<file path="src/hw/dcache_settings.svh">
`ifndef DCACHE_SETTINGS_SVH
`define DCACHE_SETTINGS_SVH

// Byte address and data word
`define DCACHE_ADDR_W   32
`define DCACHE_WORD_W   32

// Line geometry, direct mapped with 16 lines of 2 words
`define DCACHE_WORDS    2
`define DCACHE_INDEX_W  4
`define DCACHE_OFFSET_W 3

// Address bits left above index and offset
`define DCACHE_TAG_W    (`DCACHE_ADDR_W - `DCACHE_INDEX_W - `DCACHE_OFFSET_W)

`endif

</file>
<file path="src/hw/dcache_pkg.sv">
`include "dcache_settings.svh"

package dcache_pkg;

    // Byte address, taken raw from the core or split into cache fields
    typedef union packed {
        logic [`DCACHE_ADDR_W-1:0] raw;
        struct packed {
            logic [`DCACHE_TAG_W-1:0]                          tag;
            logic [`DCACHE_INDEX_W-1:0]                        index;
            logic [$clog2(`DCACHE_WORDS)-1:0]                  word_sel;
            logic [`DCACHE_OFFSET_W-$clog2(`DCACHE_WORDS)-1:0] byte_off;
        } fields;
    } cache_addr_u;

    // One full line, word 0 in the low half
    typedef logic [`DCACHE_WORDS-1:0][`DCACHE_WORD_W-1:0] line_data_t;

    typedef struct packed {
        logic                     valid;
        logic                     dirty;
        logic [`DCACHE_TAG_W-1:0] tag;
        line_data_t               data;
    } cache_line_t;

    // Miss handler FSM states
    typedef enum logic [1:0] {
        MH_IDLE,
        MH_WRITEBACK,
        MH_FETCH
    } mh_state_e;

endpackage

</file>
<file path="src/hw/dcache_if.sv">
`timescale 1ns/1ps
`include "dcache_settings.svh"

// Pipeline to line storage
interface array_if;
    import dcache_pkg::*;

    // Read side, rd_line follows rd_en by one cycle
    logic                       rd_en;
    logic [`DCACHE_INDEX_W-1:0] rd_index;
    cache_line_t                rd_line;

    // Write side
    logic                       wr_en;
    logic [`DCACHE_INDEX_W-1:0] wr_index;
    cache_line_t                wr_line;

    modport reader (output rd_en, rd_index, input rd_line);
    modport writer (output wr_en, wr_index, wr_line);
    modport array  (input rd_en, rd_index, wr_en, wr_index, wr_line, output rd_line);
endinterface

// Tag check to miss handler
interface miss_if;
    import dcache_pkg::*;

    logic        miss_start;
    logic        victim_dirty;
    cache_addr_u victim_addr;
    line_data_t  victim_data;
    cache_addr_u fill_addr;

    // Refill result, fill_done is a single pulse
    logic        fill_done;
    line_data_t  fill_data;

    modport requester (
        output miss_start, victim_dirty, victim_addr, victim_data, fill_addr,
        input  fill_done, fill_data
    );
    modport handler (
        input  miss_start, victim_dirty, victim_addr, victim_data, fill_addr,
        output fill_done, fill_data
    );
endinterface

</file>
<file path="src/hw/line_array.sv">
`timescale 1ns/1ps
`include "dcache_settings.svh"

module line_array (
    input  logic   clk_i,
    input  logic   rst_i,
    array_if.array arr_if
);
    import dcache_pkg::*;

    logic [(1 << `DCACHE_INDEX_W)-1:0] valid_q;
    cache_line_t                       lines_q [(1 << `DCACHE_INDEX_W)];
    cache_line_t                       rd_line_q;
    logic                              fwd;

    // Same index written and read at one edge
    assign fwd = arr_if.wr_en && (arr_if.wr_index == arr_if.rd_index);

    // Valid bit per line
    always_ff @(posedge clk_i) begin
        if (rst_i) begin
            valid_q <= '0;
        end else if (arr_if.wr_en) begin
            valid_q[arr_if.wr_index] <= arr_if.wr_line.valid;
        end
    end

    always_ff @(posedge clk_i) begin
        if (arr_if.wr_en) begin
            lines_q[arr_if.wr_index] <= arr_if.wr_line;
        end
    end

    // ------------------------------
    // Registered read, write first
    // ------------------------------
    always_ff @(posedge clk_i) begin
        if (arr_if.rd_en) begin
            if (fwd) begin
                rd_line_q <= arr_if.wr_line;
            end else begin
                rd_line_q       <= lines_q[arr_if.rd_index];
                rd_line_q.valid <= valid_q[arr_if.rd_index];
            end
        end
    end

    assign arr_if.rd_line = rd_line_q;
endmodule

</file>
<file path="src/hw/lookup_stage.sv">
`timescale 1ns/1ps
`include "dcache_settings.svh"

module lookup_stage (
    input  logic                      clk_i,
    input  logic                      rst_i,
    input  logic                      req_i,
    input  logic                      we_i,
    input  dcache_pkg::cache_addr_u   addr_i,
    input  logic [`DCACHE_WORD_W-1:0] wdata_i,
    input  logic                      stall_i,
    input  logic                      replay_i,
    output logic                      gnt_o,
    array_if.reader                   rd,
    output logic                      s1_valid_o,
    output logic                      s1_we_o,
    output dcache_pkg::cache_addr_u   s1_addr_o,
    output logic [`DCACHE_WORD_W-1:0] s1_wdata_o
);
    logic accept;

    // No new request while a miss is outstanding
    assign gnt_o  = !stall_i;
    assign accept = req_i && gnt_o;

    // ------------------------------
    // Array read
    // ------------------------------
    // Incoming index normally, held index again once the refill is written
    assign rd.rd_en    = accept || (replay_i && s1_valid_o);
    assign rd.rd_index = replay_i ? s1_addr_o.fields.index : addr_i.fields.index;

    // ------------------------------
    // Stage register
    // ------------------------------
    always_ff @(posedge clk_i) begin
        if (rst_i) begin
            s1_valid_o <= 1'b0;
        end else if (gnt_o) begin
            s1_valid_o <= req_i;
        end
    end

    // Request payload, lines up with the registered line
    always_ff @(posedge clk_i) begin
        if (accept) begin
            s1_we_o    <= we_i;
            s1_addr_o  <= addr_i;
            s1_wdata_o <= wdata_i;
        end
    end
endmodule

</file>
<file path="src/hw/tag_check_stage.sv">
`timescale 1ns/1ps
`include "dcache_settings.svh"

module tag_check_stage (
    input  logic                      clk_i,
    input  logic                      rst_i,
    input  logic                      s1_valid_i,
    input  logic                      s1_we_i,
    input  dcache_pkg::cache_addr_u   s1_addr_i,
    input  logic [`DCACHE_WORD_W-1:0] s1_wdata_i,
    array_if.writer                   wr,
    input  dcache_pkg::cache_line_t   rd_line_i,
    miss_if.requester                 mreq,
    output logic                      stall_o,
    output logic                      replay_o,
    output logic                      resp_valid_o,
    output logic [`DCACHE_WORD_W-1:0] rdata_o
);
    import dcache_pkg::*;

    logic                      check;
    logic                      hit;
    logic                      miss;
    logic                      fill;
    logic                      busy_q;
    logic                      miss_start_q;
    logic                      resp_q;
    logic [`DCACHE_WORD_W-1:0] rdata_q;
    cache_line_t               hit_line;
    cache_line_t               fill_line;
    // Request that missed, with the line it displaces
    logic                      miss_we_q;
    cache_addr_u               miss_addr_q;
    logic [`DCACHE_WORD_W-1:0] miss_wdata_q;
    cache_line_t               victim_q;

    // Stage 1 item is ignored while a refill is pending
    assign check = s1_valid_i && !busy_q;
    assign hit   = rd_line_i.valid && (rd_line_i.tag == s1_addr_i.fields.tag);
    assign miss  = check && !hit;
    assign fill  = busy_q && mreq.fill_done;

    // ------------------------------
    // Line updates
    // ------------------------------
    always_comb begin
        hit_line       = rd_line_i;
        hit_line.dirty = 1'b1;
        hit_line.data[s1_addr_i.fields.word_sel] = s1_wdata_i;
    end

    // Refilled line, store word merged in for a store miss
    always_comb begin
        fill_line.valid = 1'b1;
        fill_line.dirty = miss_we_q;
        fill_line.tag   = miss_addr_q.fields.tag;
        fill_line.data  = mreq.fill_data;
        if (miss_we_q) begin
            fill_line.data[miss_addr_q.fields.word_sel] = miss_wdata_q;
        end
    end

    assign wr.wr_en    = fill || (check && hit && s1_we_i);
    assign wr.wr_index = fill ? miss_addr_q.fields.index : s1_addr_i.fields.index;
    assign wr.wr_line  = fill ? fill_line : hit_line;

    // ------------------------------
    // Control and capture
    // ------------------------------
    always_ff @(posedge clk_i) begin
        if (rst_i) begin
            busy_q       <= 1'b0;
            miss_start_q <= 1'b0;
            resp_q       <= 1'b0;
        end else begin
            miss_start_q <= miss;
            resp_q       <= check && hit;
            if (miss) begin
                busy_q <= 1'b1;
            end else if (fill) begin
                busy_q <= 1'b0;
            end
        end
    end

    always_ff @(posedge clk_i) begin
        if (check && hit) begin
            rdata_q <= rd_line_i.data[s1_addr_i.fields.word_sel];
        end
        if (miss) begin
            miss_we_q    <= s1_we_i;
            miss_addr_q  <= s1_addr_i;
            miss_wdata_q <= s1_wdata_i;
            victim_q     <= rd_line_i;
        end
    end

    // Line aligned addresses for the memory side
    always_comb begin
        mreq.fill_addr                 = miss_addr_q;
        mreq.fill_addr.fields.word_sel = '0;
        mreq.fill_addr.fields.byte_off = '0;
        mreq.victim_addr               = '0;
        mreq.victim_addr.fields.tag    = victim_q.tag;
        mreq.victim_addr.fields.index  = miss_addr_q.fields.index;
    end

    assign mreq.miss_start   = miss_start_q;
    assign mreq.victim_dirty = victim_q.valid && victim_q.dirty;
    assign mreq.victim_data  = victim_q.data;

    assign stall_o      = busy_q;
    assign replay_o     = fill;
    // A miss answers in its refill cycle, hits one cycle after the check
    assign resp_valid_o = resp_q || fill;
    assign rdata_o      = fill ? fill_line.data[miss_addr_q.fields.word_sel] : rdata_q;
endmodule

</file>
<file path="src/hw/miss_handler.sv">
`timescale 1ns/1ps

module miss_handler (
    input  logic                    clk_i,
    input  logic                    rst_i,
    miss_if.handler                 mreq,
    output logic                    mem_req_o,
    output logic                    mem_we_o,
    output dcache_pkg::cache_addr_u mem_addr_o,
    output dcache_pkg::line_data_t  mem_wdata_o,
    input  logic                    mem_ack_i,
    input  dcache_pkg::line_data_t  mem_rdata_i
);
    import dcache_pkg::*;

    mh_state_e  state_q;
    mh_state_e  state_d;
    logic       fill_done_q;
    line_data_t fill_data_q;

    // ------------------------------
    // FSM
    // ------------------------------
    always_comb begin
        state_d = state_q;
        case (state_q)
            MH_IDLE: begin
                // Clean or invalid victim goes straight to the fetch
                if (mreq.miss_start) begin
                    state_d = mreq.victim_dirty ? MH_WRITEBACK : MH_FETCH;
                end
            end
            MH_WRITEBACK: begin
                if (mem_ack_i) begin
                    state_d = MH_FETCH;
                end
            end
            MH_FETCH: begin
                if (mem_ack_i) begin
                    state_d = MH_IDLE;
                end
            end
            default: begin
                state_d = MH_IDLE;
            end
        endcase
    end

    always_ff @(posedge clk_i) begin
        if (rst_i) begin
            state_q     <= MH_IDLE;
            fill_done_q <= 1'b0;
        end else begin
            state_q     <= state_d;
            fill_done_q <= (state_q == MH_FETCH) && mem_ack_i;
        end
    end

    // Fetched line, returned the cycle after its ack
    always_ff @(posedge clk_i) begin
        if ((state_q == MH_FETCH) && mem_ack_i) begin
            fill_data_q <= mem_rdata_i;
        end
    end

    // ------------------------------
    // Memory port
    // ------------------------------
    // Request held from state alone, fields held by the requester
    assign mem_req_o   = (state_q != MH_IDLE);
    assign mem_we_o    = (state_q == MH_WRITEBACK);
    assign mem_addr_o  = mem_we_o ? mreq.victim_addr : mreq.fill_addr;
    assign mem_wdata_o = mreq.victim_data;

    assign mreq.fill_done = fill_done_q;
    assign mreq.fill_data = fill_data_q;
endmodule

</file>
<file path="src/hw/dcache_top.sv">
`timescale 1ns/1ps
`include "dcache_settings.svh"

module dcache_top (
    input  logic                      clk_i,
    input  logic                      rst_i,
    // Core port
    input  logic                      req_i,
    input  logic                      we_i,
    input  dcache_pkg::cache_addr_u   addr_i,
    input  logic [`DCACHE_WORD_W-1:0] wdata_i,
    output logic                      gnt_o,
    output logic                      resp_valid_o,
    output logic [`DCACHE_WORD_W-1:0] rdata_o,
    // Memory port, one line per beat
    output logic                      mem_req_o,
    output logic                      mem_we_o,
    output dcache_pkg::cache_addr_u   mem_addr_o,
    output dcache_pkg::line_data_t    mem_wdata_o,
    input  logic                      mem_ack_i,
    input  dcache_pkg::line_data_t    mem_rdata_i
);
    import dcache_pkg::*;

    array_if arr_if ();
    miss_if  miss_bus ();

    logic                      stall;
    logic                      replay;
    logic                      s1_valid;
    logic                      s1_we;
    cache_addr_u               s1_addr;
    logic [`DCACHE_WORD_W-1:0] s1_wdata;

    // ------------------------------
    // Pipeline
    // ------------------------------
    lookup_stage i_lookup (
        .clk_i      ( clk_i    ),
        .rst_i      ( rst_i    ),
        .req_i      ( req_i    ),
        .we_i       ( we_i     ),
        .addr_i     ( addr_i   ),
        .wdata_i    ( wdata_i  ),
        .stall_i    ( stall    ),
        .replay_i   ( replay   ),
        .gnt_o      ( gnt_o    ),
        .rd         ( arr_if   ),
        .s1_valid_o ( s1_valid ),
        .s1_we_o    ( s1_we    ),
        .s1_addr_o  ( s1_addr  ),
        .s1_wdata_o ( s1_wdata )
    );

    tag_check_stage i_tag_check (
        .clk_i        ( clk_i          ),
        .rst_i        ( rst_i          ),
        .s1_valid_i   ( s1_valid       ),
        .s1_we_i      ( s1_we          ),
        .s1_addr_i    ( s1_addr        ),
        .s1_wdata_i   ( s1_wdata       ),
        .wr           ( arr_if         ),
        .rd_line_i    ( arr_if.rd_line ),
        .mreq         ( miss_bus       ),
        .stall_o      ( stall          ),
        .replay_o     ( replay         ),
        .resp_valid_o ( resp_valid_o   ),
        .rdata_o      ( rdata_o        )
    );

    // ------------------------------
    // Storage and refill
    // ------------------------------
    line_array i_line_array (
        .clk_i  ( clk_i  ),
        .rst_i  ( rst_i  ),
        .arr_if ( arr_if )
    );

    miss_handler i_miss_handler (
        .clk_i       ( clk_i       ),
        .rst_i       ( rst_i       ),
        .mreq        ( miss_bus    ),
        .mem_req_o   ( mem_req_o   ),
        .mem_we_o    ( mem_we_o    ),
        .mem_addr_o  ( mem_addr_o  ),
        .mem_wdata_o ( mem_wdata_o ),
        .mem_ack_i   ( mem_ack_i   ),
        .mem_rdata_i ( mem_rdata_i )
    );
endmodule

</file>
<file path="config.mk">
export PLATFORM = sky130hd
export DESIGN_NAME = dcache_top
export DESIGN_NICKNAME = d
export VERILOG_FILES = /design/src/hw/dcache_pkg.sv /design/src/hw/dcache_if.sv /design/src/hw/line_array.sv /design/src/hw/lookup_stage.sv /design/src/hw/tag_check_stage.sv /design/src/hw/miss_handler.sv /design/src/hw/dcache_top.sv
export VERILOG_INCLUDE_DIRS = /design/src /design/src/hw
export SDC_FILE = /design/constraint.sdc
export NUM_CORES = 2
export LEC_CHECK = 0
export BUFFER_PORTS_ARGS = -buffer_cell sky130_fd_sc_hd__buf_4
export CAP_MARGIN = 0
export CELL_PAD_IN_SITES_DETAIL_PLACEMENT = 0
export CELL_PAD_IN_SITES_GLOBAL_PLACEMENT = 2
export CORE_ASPECT_RATIO = 0.6
export CORE_MARGIN = 3
export CORE_UTILIZATION = 32
export DETAILED_ROUTE_END_ITERATION = 12
export GPL_TIMING_DRIVEN = 0
export PLACE_DENSITY_LB_ADDON = 0.1
export REMOVE_ABC_BUFFERS = 1
export SETUP_SLACK_MARGIN = 0.5
export SLEW_MARGIN = 20
export SYNTH_ARGS = -nofsm -noshare
export SYNTH_HDL_FRONTEND = slang
export SYNTH_SLANG_ARGS = --single-unit
</file>
<file path="constraint.sdc">
create_clock -name clk_i -period 8.7 [get_ports clk_i]
set_input_delay 0.435 -clock clk_i [delete_from_list [all_inputs] [get_ports clk_i]]
set_output_delay 0.435 -clock clk_i [all_outputs]
set_load 0.005 [all_outputs]
</file>
==> results.sh <==
export IMPL_hold_depth=2
export IMPL_grt_max_degree=56
export IMPL_hold_viol=0
export IMPL_cts_hold_buf=130
export IMPL_yosysTopAreaCell="edfxtp_1"
export IMPL_synth_most_common_cell="edfxtp_1"
export IMPL_rows=137
export IMPL_wirelength_um=244000
export IMPL_cp_end_kind="flip-flop"
export IMPL_grt_usage_pct=19.9
export IMPL_async_flop_share_pct=0
export IMPL_ys_seq_elements=1867
export IMPL_power_density_nw_per_um2=210
export IMPL_syn_avg_cell_area_um2=15.8
export IMPL_slew_violations=0
export IMPL_status="finished clean"
export IMPL_pin_count=265
export IMPL_clk_transition_reported_paths_ns=0.06
export IMPL_placed_area_um2=86700
export IMPL_r2r_end="i_line_array.lines_q[2][32]"
export IMPL_grt_antenna_before_repair=3
export IMPL_ys_seq_area_share_pct=74.0
export IMPL_dr_pass1_iters=6
export IMPL_met1_usage_pct=29.5
export IMPL_period_minus_slack_ns=5.05
export IMPL_start_util_pct=32.3
export IMPL_min_from="req_i"
export IMPL_finalCritPeriodShare_pct=58.1
export IMPL_crit_type="flip-flop to flip-flop"
export IMPL_htree_levels=4
export IMPL_ys_top_cells_by_area="edfxtp_1 73%, mux2i_1 6.6%, mux2_2 2.4%"
export IMPL_io_buffers=259
export IMPL_overflow=0
export IMPL_cts_root_buf="clkbuf_16"
export IMPL_synth_main_ff_cell="edfxtp_1"
export IMPL_grt_pass1_wl_um=346000
export IMPL_max_freq_ghz=0.198
export IMPL_required_ns=9.23
export IMPL_worstRegToRegCells=10
export IMPL_ctsLongestPathBuffers=4
export IMPL_min_to="i_lookup.s1_wdata_o[14]"
export IMPL_worstSkewPairLatency_ns=0.85
export IMPL_cts_tree="yes"
export IMPL_ant_nets=0
export IMPL_grt_setup_unrepaired="no"
export IMPL_post_route_util_pct=40.3
export IMPL_finalClockSkew_ns=0.0419
export IMPL_syn_cell_area_um2=75400
export IMPL_synth_commonest_cells="1844 x edfxtp_1, 494 x mux2i_1, 328 x o21ai_0"
export IMPL_crit_arrival_ns=5.58
export IMPL_grt_util_met2_pct=30.9
export IMPL_ys_types=61
export IMPL_rrSetupSlack_ns=3.65
export IMPL_via_count=44200
export IMPL_met3_usage_pct=2.98
export IMPL_final_cell_area_um2=94100
export IMPL_die_x_um=633
export IMPL_power_leakage_nw=31.8
export IMPL_dp_hpwl_um=163000
export IMPL_peakVddDrop_uv=181
export IMPL_avgViaCountPerCell=5.19
export IMPL_synth_warnings=0
export IMPL_gp_congestion=0.675
export IMPL_cp_start_kind="flip-flop"
export IMPL_slew_headroom_pct=32.6
export IMPL_drive_gt1_share_pct=20.8
export IMPL_reg2reg_from="i_line_array.arr_if.rd_line[68]"
export IMPL_grt_pass1_vias=44400
export IMPL_hold_class="primary input to flip-flop"
export IMPL_die_area_um2=242000
export IMPL_setup_viol=0
export IMPL_netlist_instances=4771
export IMPL_drcViolationCount=0
export IMPL_max_cap_violations=0
export IMPL_core_um2=233000
export IMPL_synth_edf_count=1844
export IMPL_post_cts_setup_buffer_count=0
export IMPL_numCtsBuffers=196
export IMPL_die_h_um=382
export IMPL_cts_resized=0
export IMPL_finalNetCount=5381
export IMPL_busiest_layer="met2"
export IMPL_dr_first_iter_drc_count=3560
export IMPL_wl_per_cell_um=28.7
export IMPL_worst_path_max_fanout=13
export IMPL_cts_sinks=1867
export IMPL_worstMarginPinSlew_ns=1.00
export IMPL_synth_top_area_share_pct=73.4
export IMPL_area_growth_pct=24.7
## through the flow
step	setup slack, ns	power [mW]	hold WS [ns]	instances	TNS [ns]
floorplan	-40.37	11.3	0.400	4352	-3398.16
global placement	-149.85	12.3	0.431	7738	-
detailed placement	3.53	11.9	0.445	8047	0
CTS	3.49	20.1	0.179	8516	0
global route	3.48	20.5	0.181	8517	0
finish	3.65	19.8	0.221	8517	0
## worst max-delay path by stage
stage                                               start                              end  depth (start not counted)
final                     i_line_array.arr_if.rd_line[68]      i_line_array.lines_q[2][32]                         10
after floorplan                                 addr_i[3]  i_line_array.arr_if.rd_line[16]                          6
after CTS                 i_line_array.arr_if.rd_line[68]      i_line_array.lines_q[2][32]                         10
after global routing      i_line_array.arr_if.rd_line[68]      i_line_array.lines_q[2][32]                         10
after detailed placement  i_line_array.arr_if.rd_line[68]     i_line_array.lines_q[12][45]                         10
after global placement                          addr_i[3]  i_line_array.arr_if.rd_line[73]                          7
## critical path, cell delays in order, from the launching register on
cell and delay [ns]:
edfxtp_1 0.46, xnor2_1 0.65, nand4_1 0.22, nor3_2 0.56, and3_1 0.72, a31oi_2 0.53, nor2_4 0.69, buf_12 0.27
buf_12 0.20, buf_16 0.18, buf_16 0.17
## cell families (layout without fill, tap and decap cells)
kind of cell | Yosys count | count (layout) | synth area share, %
AO/OA/AOI/OAI | 936 | 936 | 7.71
XOR/XNOR | 22 | 22 | 0.255
buffers and inverters | 450 | 1066 | 2.81
flip-flops | 1867 | 1867 | 74.0
multiplexers | 679 | 679 | 9.68
other | 1 | 4 | 0.00497
AND/OR/NAND/NOR | 816 | 816 | 5.52
## layout by cell type, fill, tap and decap left out, types with 28 or more instances in the layout
cell type,netlist,routed
clkinv_2,0,32
o2bb2ai_1,72,72
clkinv_1,0,50
buf_16,0,152
clkbuf_16,0,201
o21ai_0,328,312
o221ai_1,143,143
buf_12,0,107
nor2_1,53,36
o22ai_1,74,74
inv_1,29,29
a21oi_2,2,52
mux2_2,159,159
nor3_1,145,144
a21oi_1,230,177
edfxtp_1,1844,1844
buf_8,0,28
nand4_1,76,76
nand3_1,282,281
clkbuf_1,236,35
dlygate4sd3_1,0,130
nor2b_1,76,74
a211oi_1,54,54
nand2_1,128,123
buf_4,90,270
mux2i_1,494,494
## area by class of cell
| class | instances | area [um^2] |
|---|---|---|
| antenna | 1 | 2.50 |
| clock buffer | 239 | 5200 |
| clock inverter | 100 | 734 |
| fill | 21300 | 139000 |
| inverter | 29 | 109 |
| multi-input combinational | 2456 | 18100 |
| sequential | 1867 | 55800 |
| tap | 3127 | 3910 |
| timing repair buffer | 698 | 10200 |
## routing by layer
layer,share of wire [%],vias to the layer above
li1,-,19900
met1,48,23100
met2,45,966
met3,4.3,293
met4,2.2,2
met5,0.0037,-
## where the power goes
part           total (mW)  switching, mW  internal (mW)  leakage (nW)
Sequential           10.2         0.0936           10.2          17.0
Combinational        1.45          0.870          0.583          11.9
Clock                8.08           3.54           4.54          2.91
## flip-flops by register name, indices dropped and copies added, names as in the netlist, 16 cells and up
register                       flops
i_lookup.s1_addr_o                30
i_tag_check.mreq.victim_data      64
i_line_array.valid_q              16
i_tag_check.miss_addr_q           30
i_tag_check.miss_wdata_q          32
i_tag_check.rdata_q               32
i_line_array.arr_if.rd_line       91
i_miss_handler.mreq.fill_data     64
i_line_array.lines_q            1440
i_lookup.s1_wdata_o               32
i_tag_check.mreq.victim_addr      25
(Power assumes the default switching activity.)
